==> src/laser_pkg.sv <==
// RAM port widths, user page erase constants and audio DAC width
`default_nettype none

package laser_pkg;

	// External RAM request port
	localparam int RAM_AW    = 25;    // Byte address width
	localparam int RAM_DW    = 8;     // Data byte width
	localparam int PAGE_BITS = 14;    // Offset inside one 16 KB page

	// User RAM pages cleared on a reset request
	localparam int ERASE_FIRST_PAGE = 3;
	localparam int ERASE_END_PAGE   = 8;    // One past the last user page

	// F14M cycles per eraser write
	// Stands in for the F3M quarter rate clock
	localparam int ERASE_STRIDE = 4;
	localparam int STRIDE_W     = $clog2(ERASE_STRIDE);

	// Sweep bounds as RAM byte addresses
	localparam logic [RAM_AW-1:0] ERASE_START_ADDR =
		RAM_AW'(ERASE_FIRST_PAGE) << PAGE_BITS;    // 0x0C000
	localparam logic [RAM_AW-1:0] ERASE_LAST_ADDR =
		(RAM_AW'(ERASE_END_PAGE) << PAGE_BITS) - 1'b1;    // 0x1FFFF

	// Audio
	localparam int DAC_W = 16;    // DAC word width

endpackage

`default_nettype wire

==> src/laser_sys_ctrl.sv <==
// CPU reset and video blanking registers with the erase start edge detector
`timescale 1ns/1ps
`default_nettype none

module laser_sys_ctrl (
	input  logic F14M,
	input  logic rst,
	input  logic boot_done,      // ROM image loaded
	input  logic downloading,    // Loader busy
	input  logic erasing,        // Eraser busy
	input  logic reset_key,      // Keyboard reset combination
	input  logic power_on,       // Menu power on switch
	input  logic reset_req,      // Menu reset request
	output logic cpu_reset,
	output logic blank,
	output logic erase_start     // One cycle pulse
);

	logic reset_req_q;    // Previous reset_req
	logic blank_next;     // Boot state combination

	// Video off until boot done and while RAM is rewritten
	assign blank_next = ~boot_done | downloading | erasing;

	always_ff @(posedge F14M) begin
		if (rst) begin
			blank       <= 1'b1;    // Hold off until boot
			cpu_reset   <= 1'b1;
			erase_start <= 1'b0;
			reset_req_q <= 1'b0;
		end else begin
			blank       <= blank_next;
			cpu_reset   <= blank_next | reset_key | power_on;    // CPU also held by keys
			erase_start <= reset_req & ~reset_req_q;    // Rising edge only
			reset_req_q <= reset_req;
		end
	end

	// A held request must start only one sweep
	assert property (@(posedge F14M) disable iff (rst) erase_start |=> !erase_start)
		else $error("erase_start high on two consecutive cycles");

endmodule

`default_nettype wire

==> src/ram_eraser.sv <==
// User RAM page eraser with stride and address counters
`timescale 1ns/1ps
`default_nettype none

module ram_eraser import laser_pkg::*; (
	input  logic              F14M,
	input  logic              rst,
	input  logic              erase_start,    // Start pulse from controller
	output logic              erasing,        // Sweep in progress
	output logic              er_wr,          // Write strobe
	output logic [RAM_AW-1:0] er_addr,
	output logic [RAM_DW-1:0] er_data
);

	logic [STRIDE_W-1:0] stride;    // Cycle within one write slot

	// One write per slot on its first cycle
	assign er_wr   = erasing && (stride == '0);
	assign er_data = '0;    // RAM is cleared to zero

	always_ff @(posedge F14M) begin
		if (rst) begin
			erasing <= 1'b0;
			stride  <= '0;
		end else if (!erasing) begin
			stride <= '0;
			if (erase_start) begin
				erasing <= 1'b1;    // Starts on next cycle
			end
		end else begin
			if (stride == STRIDE_W'(ERASE_STRIDE - 1)) begin
				stride <= '0;
			end else begin
				stride <= stride + 1'b1;
			end
			// Done after the last page byte
			if (er_wr && er_addr == ERASE_LAST_ADDR) begin
				erasing <= 1'b0;
			end
		end
	end

	// Address counter
	always_ff @(posedge F14M) begin
		if (!erasing) begin
			er_addr <= ERASE_START_ADDR;    // Preload for next sweep
		end else if (er_wr) begin
			er_addr <= er_addr + 1'b1;
		end
	end

	// Writes stay inside the user pages
	assert property (@(posedge F14M) disable iff (rst)
		er_wr |-> (er_addr >= ERASE_START_ADDR && er_addr <= ERASE_LAST_ADDR))
		else $error("eraser write outside user pages at %h", er_addr);

endmodule

`default_nettype wire

==> src/ram_port_mux.sv <==
// Fixed priority multiplexer of loader, eraser and chip requests onto the RAM port
`timescale 1ns/1ps
`default_nettype none

module ram_port_mux import laser_pkg::*; (
	input  logic              downloading,
	input  logic              dl_wr,
	input  logic [RAM_AW-1:0] dl_addr,
	input  logic [RAM_DW-1:0] dl_data,
	input  logic              erasing,
	input  logic              er_wr,
	input  logic [RAM_AW-1:0] er_addr,
	input  logic [RAM_DW-1:0] er_data,
	input  logic              vdc_wr,
	input  logic              vdc_rd,
	input  logic [RAM_AW-1:0] vdc_addr,
	input  logic [RAM_DW-1:0] vdc_din,
	output logic              ram_wr,
	output logic              ram_rd,
	output logic [RAM_AW-1:0] ram_addr,
	output logic [RAM_DW-1:0] ram_din
);

	typedef enum logic [1:0] {SRC_DL, SRC_ER, SRC_VDC} src_t;

	src_t src;    // Current owner of the port

	// Loader write beats eraser beats chip
	always_comb begin
		if (downloading && dl_wr) begin
			src = SRC_DL;
		end else if (erasing) begin
			src = SRC_ER;
		end else begin
			src = SRC_VDC;
		end
	end

	always_comb begin
		case (src)
			SRC_DL: begin
				ram_wr   = dl_wr;
				ram_rd   = 1'b1;    // Read strobe forced as on the board
				ram_addr = dl_addr;
				ram_din  = dl_data;
			end
			SRC_ER: begin
				ram_wr   = er_wr;
				ram_rd   = 1'b1;
				ram_addr = er_addr;
				ram_din  = er_data;
			end
			default: begin
				ram_wr   = vdc_wr;
				ram_rd   = vdc_rd;
				ram_addr = vdc_addr;
				ram_din  = vdc_din;
			end
		endcase
	end

	// Chip must never write into RAM being cleared
	always_comb begin
		if (erasing && ram_wr) begin
			assert (src != SRC_VDC)
				else $error("chip write forwarded during erase");
		end
	end

endmodule

`default_nettype wire

==> src/audio_out.sv <==
// Cassette input latch, one bit audio mix, DAC words and sigma-delta modulator
`timescale 1ns/1ps
`default_nettype none

module audio_out import laser_pkg::*; (
	input  logic             F14M,
	input  logic             rst,
	input  logic             buzzer,     // Keyboard speaker
	input  logic             casout,     // Tape save line
	input  logic             tape_rx,    // Tape input pin
	output logic [DAC_W-1:0] dac_l,
	output logic [DAC_W-1:0] dac_r,
	output logic             audio_l,    // One bit outputs
	output logic             audio_r
);

	logic             casin;       // Latched tape input
	logic             mix;         // Combined one bit sound
	logic [DAC_W-1:0] dac_word;
	logic [DAC_W-1:0] acc;         // Modulator accumulator
	logic [DAC_W:0]   sum;         // Accumulator plus carry
	logic             pdm_out;

	// Tape input is inverted on the board
	always_ff @(posedge F14M) begin
		casin <= ~tape_rx;
	end

	// Tape monitor on top of the buzzer
	assign mix = buzzer ^ casin ^ ~casout;

	// Mix bit in the MSB only
	assign dac_word = {mix, {(DAC_W - 1){1'b0}}};
	assign dac_l    = dac_word;
	assign dac_r    = dac_word;

	// First order modulator
	assign sum = {1'b0, acc} + {1'b0, dac_word};

	always_ff @(posedge F14M) begin
		if (rst) begin
			acc     <= '0;
			pdm_out <= 1'b0;
		end else begin
			acc     <= sum[DAC_W-1:0];
			pdm_out <= sum[DAC_W];    // Carry gives pulse density
		end
	end

	// Same stream on both channels
	assign audio_l = pdm_out;
	assign audio_r = pdm_out;

endmodule

`default_nettype wire

==> src/laser_glue_top.sv <==
// Glue top with system controller, RAM eraser, RAM port multiplexer and audio path
`timescale 1ns/1ps
`default_nettype none

module laser_glue_top import laser_pkg::*; (
	input  logic              F14M,
	input  logic              rst,
	// Image loader port
	input  logic              downloading,
	input  logic              dl_wr,
	input  logic [RAM_AW-1:0] dl_addr,
	input  logic [RAM_DW-1:0] dl_data,
	// Boot and reset state
	input  logic              boot_done,
	input  logic              reset_req,
	input  logic              reset_key,
	input  logic              power_on,
	// Custom chip RAM port
	input  logic              vdc_wr,
	input  logic              vdc_rd,
	input  logic [RAM_AW-1:0] vdc_addr,
	input  logic [RAM_DW-1:0] vdc_din,
	// Sound sources
	input  logic              buzzer,
	input  logic              casout,
	input  logic              tape_rx,
	// Shared RAM request port
	output logic              ram_wr,
	output logic              ram_rd,
	output logic [RAM_AW-1:0] ram_addr,
	output logic [RAM_DW-1:0] ram_din,
	output logic              cpu_reset,
	output logic              blank,
	output logic              erasing,
	output logic [DAC_W-1:0]  dac_l,
	output logic [DAC_W-1:0]  dac_r,
	output logic              audio_l,
	output logic              audio_r
);

	logic              erase_start;    // Controller to eraser
	logic              er_wr;
	logic [RAM_AW-1:0] er_addr;
	logic [RAM_DW-1:0] er_data;

	laser_sys_ctrl sys_ctrl (
		.F14M        ( F14M        ),
		.rst         ( rst         ),
		.boot_done   ( boot_done   ),
		.downloading ( downloading ),
		.erasing     ( erasing     ),
		.reset_key   ( reset_key   ),
		.power_on    ( power_on    ),
		.reset_req   ( reset_req   ),
		.cpu_reset   ( cpu_reset   ),
		.blank       ( blank       ),
		.erase_start ( erase_start )
	);

	ram_eraser eraser (
		.F14M        ( F14M        ),
		.rst         ( rst         ),
		.erase_start ( erase_start ),
		.erasing     ( erasing     ),
		.er_wr       ( er_wr       ),
		.er_addr     ( er_addr     ),
		.er_data     ( er_data     )
	);

	ram_port_mux port_mux (
		.downloading ( downloading ),
		.dl_wr       ( dl_wr       ),
		.dl_addr     ( dl_addr     ),
		.dl_data     ( dl_data     ),
		.erasing     ( erasing     ),
		.er_wr       ( er_wr       ),
		.er_addr     ( er_addr     ),
		.er_data     ( er_data     ),
		.vdc_wr      ( vdc_wr      ),
		.vdc_rd      ( vdc_rd      ),
		.vdc_addr    ( vdc_addr    ),
		.vdc_din     ( vdc_din     ),
		.ram_wr      ( ram_wr      ),
		.ram_rd      ( ram_rd      ),
		.ram_addr    ( ram_addr    ),
		.ram_din     ( ram_din     )
	);

	audio_out audio (
		.F14M    ( F14M    ),
		.rst     ( rst     ),
		.buzzer  ( buzzer  ),
		.casout  ( casout  ),
		.tape_rx ( tape_rx ),
		.dac_l   ( dac_l   ),
		.dac_r   ( dac_r   ),
		.audio_l ( audio_l ),
		.audio_r ( audio_r )
	);

endmodule

`default_nettype wire

==> config.mk <==
export PLATFORM = sky130hd
export DESIGN_NAME = laser_glue_top
export DESIGN_NICKNAME = d
export VERILOG_FILES = /design/src/laser_pkg.sv /design/src/laser_sys_ctrl.sv /design/src/ram_eraser.sv /design/src/ram_port_mux.sv /design/src/audio_out.sv /design/src/laser_glue_top.sv
export SDC_FILE = /design/constraint.sdc
export NUM_CORES = 1
export LEC_CHECK = 0
export BUFFER_PORTS_ARGS = -buffer_cell sky130_fd_sc_hd__buf_2
export CAP_MARGIN = 20
export CORE_ASPECT_RATIO = 1.5
export CORE_MARGIN = 5
export CORE_UTILIZATION = 35
export CTS_BUF_LIST = sky130_fd_sc_hd__clkbuf_8
export CTS_CLUSTER_DIAMETER = 100
export DETAILED_ROUTE_END_ITERATION = 8
export PLACE_DENSITY = 0.74
export REMOVE_ABC_BUFFERS = 1
export SYNTH_ARGS = -nofsm -noshare
export SYNTH_HDL_FRONTEND = slang
export SYNTH_SLANG_ARGS = --single-unit
==> constraint.sdc <==
create_clock -name F14M -period 1.9 [get_ports F14M]
set_clock_uncertainty 0.2 [all_clocks]
set_input_delay 0.38 -clock F14M [delete_from_list [all_inputs] [get_ports F14M]]
set_output_delay 0.38 -clock F14M [all_outputs]
set_load 0.01 [all_outputs]
==> flow_summary.json <==
{
  "yosys_warnings": 0,
  "cts-root-buf": "clkbuf_8",
  "dp_hpwl_mm": 5.182,
  "num_vias": 2560,
  "slew_viol_final": 0,
  "synth_cells": 311,
  "port_buffers": 120,
  "synth_seq_cells": 35,
  "die_area_um2": 8751,
  "sw_frac_of_total_pct": 29.40,
  "grt_overflow": 0,
  "worst_slack_ns": -0.04251,
  "hold_path.class": "in2reg",
  "synth_edf_count": 0,
  "ir_worst_vdd_mv": 0.2477,
  "drtIter0Drc": 87,
  "start_util_pct": 35.74,
  "cp_max_fo": 19,
  "drc": 0,
  "clkTransAtPathRegs_ns": 0.07,
  "wl_mm": 6.554,
  "finalCritPeriodShare_pct": 102.2,
  "avgRoutedWirePerCell_um": 12.46,
  "async_flop_share_pct": 0,
  "cts_buffers": 5,
  "std_cell_rows": 37,
  "hold_viol_final": 0,
  "nets": 530,
  "synth_top_area_share_pct": 28.81,
  "synthesis.area_um2": 2432,
  "nFillCells": 686,
  "track_usage_pct": 14.38,
  "vias_per_cell": 4.867,
  "grt_max_degree": 34,
  "end_kind": "output port",
  "seq_area_um2": 708.2,
  "switchingPower_uw": 507.8,
  "required_ns": 1.32,
  "yosysSeqAreaShare_pct": 28.81,
  "largestRegisters": "eraser.er_addr x25, eraser.stride x2",
  "avgSynthCellArea_um2": 7.821,
  "cp-start-kind": "flop",
  "p_leak_uw": 0.001593,
  "p_comb_share_pct": 26.6,
  "drive_gt1_share_pct": 37.95,
  "gp_congestion": 0.8997,
  "grt_pass1_wl_mm": 10.58,
  "cts_sinks": 35,
  "outcome": "complete, but fails checks",
  "ios": 151,
  "die_h_um": 112.1,
  "crit_type": "reg2out",
  "dieWidth_um": 78.07,
  "setup_tns_ns": -0.1624,
  "ys.flop_type": "dfxtp_1",
  "p_seq_share_pct": 43.8,
  "violations": "negative setup slack",
  "dr.pass1.iters": 4,
  "synthDistinctLibCells": 43,
  "setup_violations": 8,
  "cts_tree": "yes",
  "antenna_found_initial": 0,
  "clockBufferDepth": 2,
  "top_register": "eraser.er_addr",
  "clkPwrFrac_pct": 29.6,
  "largest_reg_flops": 25,
  "fmax_mhz": 514.8,
  "clk_latency_ns": 0.29,
  "maxCapViolations": 0,
  "core_um2": 6805,
  "p_int_uw": 1220,
  "synthTopCellsByArea": "dfxtp_1, mux2i_1, buf_4",
  "diodes": 0,
  "rrSetupSlack_ns": 0.08,
  "worst_ep_arrival_time_ns": 1.36,
  "area_growth_syn_to_layout_pct": 36.52,
  "grt_setup_unrepaired": "true",
  "finalCriticalPeriod_ns": 1.943,
  "multiInputGateArea_um2": 1516,
  "h-tree-depth": 2,
  "utilization_pct": 48.80,
  "power_density_nw_per_um2": 520.2,
  "postRouteAntennaNets": 0,
  "grt_pass1_vias": 2453,
  "synth_top_area_cell": "dfxtp_1"
}
synthesized netlist by cell type, drive strengths merged, types with 2 or more instances:
cell type / count
inv: 5
nand3: 9
nand2b: 3
nor2b: 4
and3: 3
nand4: 7
a21boi: 6
xor2: 7
nand2: 56
o21ai: 37
nor4: 4
and2: 4
clkbuf: 12
nor4b: 2
or4: 2
buf: 37
o31ai: 3
dfxtp: 35
mux2i: 26
xnor2: 4
or3: 8
nor3: 5
nor2: 12
and4: 3
ha: 4
a21oi: 5
per-layer routing:
layer / up-vias / part of all wire [%] / track usage, % / wire, µm
li1: 1292 / - / - / -
met1: 1138 / 35 / 15.26 / 2297
met2: 117 / 52 / 26.44 / 3403
met3: 13 / 10 / 3.612 / 688
met4: 0 / 2.5 / 5.637 / 165
met5: - / 0 / 0 / 0
final timing paths:
kind,from,end,depth (start not counted)
worst max-delay path,eraser.erasing,ram_addr[13],5
worst min-delay path,tape_rx,audio.casin,2
worst max register to register,eraser.stride[1],eraser.er_addr[20],6
worst min register to register,sys_ctrl.reset_req_q,sys_ctrl.erase_start,1
power groups by stage:
stage	logic (µW)	clock network, µW	registers, µW
after floorplan	196	0	789
after global placement	424	0	772
after detailed placement	432	0	772
after CTS	450	528	757
after global routing	510	554	758
final	459	511	757
cell usage in the layout (no fill, tap or decap), types with 7 or more instances in the layout:
cell and count:
o21ai_0 18, nand3_1 9, mux2i_1 25, buf_4 20
dfxtp_1 31, buf_2 120, xor2_1 7, o21ai_1 19
nor2_1 12, or3_1 8, nand2_1 55, conb_1 30
final cells by class:
| type | instances | share of cell area (%) |
|---|---|---|
| Multi-Input combinational cell | 251 | 45.67 |
| Timing Repair Buffer | 149 | 26.98 |
| Sequential cell | 35 | 21.33 |
| Tap cell | 78 | 2.939 |
| Clock buffer | 5 | 2.072 |
| Inverter | 5 | 0.6405 |
| Clock inverter | 3 | 0.3768 |
stage by stage:
stage                     cells  hold slack (ns)  cell area, µm²  power (µW)  setup slack [ns]
final                       526          0.02786            3321        1728          -0.04251
after floorplan             291           0.1674            2215       985.8            -1.044
after global placement      515           0.1736            3136        1196           0.03468
after CTS                   525          0.02273            3283        1735          -0.06065
after detailed placement    515           0.1725            3136        1204          -0.05675
after global routing        526          0.02807            3321        1822           -0.1229
critical path, cell delays in order (launching register included):
cell and delay (ns):
dfxtp_4 0.40, buf_12 0.18, nand2_1 0.08, a21boi_0 0.13, o21ai_1 0.13, buf_2 0.14
kinds of logic (layout without fill, tap and decap cells):
group | count (synthesis) | in the layout | synth area share, %
other | 1 | 30 | 0.1542
flip-flops | 35 | 35 | 28.81
XOR/XNOR | 11 | 11 | 3.961
multiplexers | 26 | 26 | 10.70
adder cells (fa/ha/maj) | 4 | 4 | 2.058
buffers and inverters | 54 | 162 | 14.20
AND/OR/NAND/NOR | 123 | 123 | 26.65
AO/OA/AOI/OAI | 57 | 57 | 13.48
timing repair:
item	4_1_cts	5_1_grt
gates resized for setup	20	19
gates cloned	0	1
setup buffers	2	0
endpoints found under the setup margin	33	39
pin swaps	1	1
hold buffers	0	0
(Power assumes the default switching activity.)
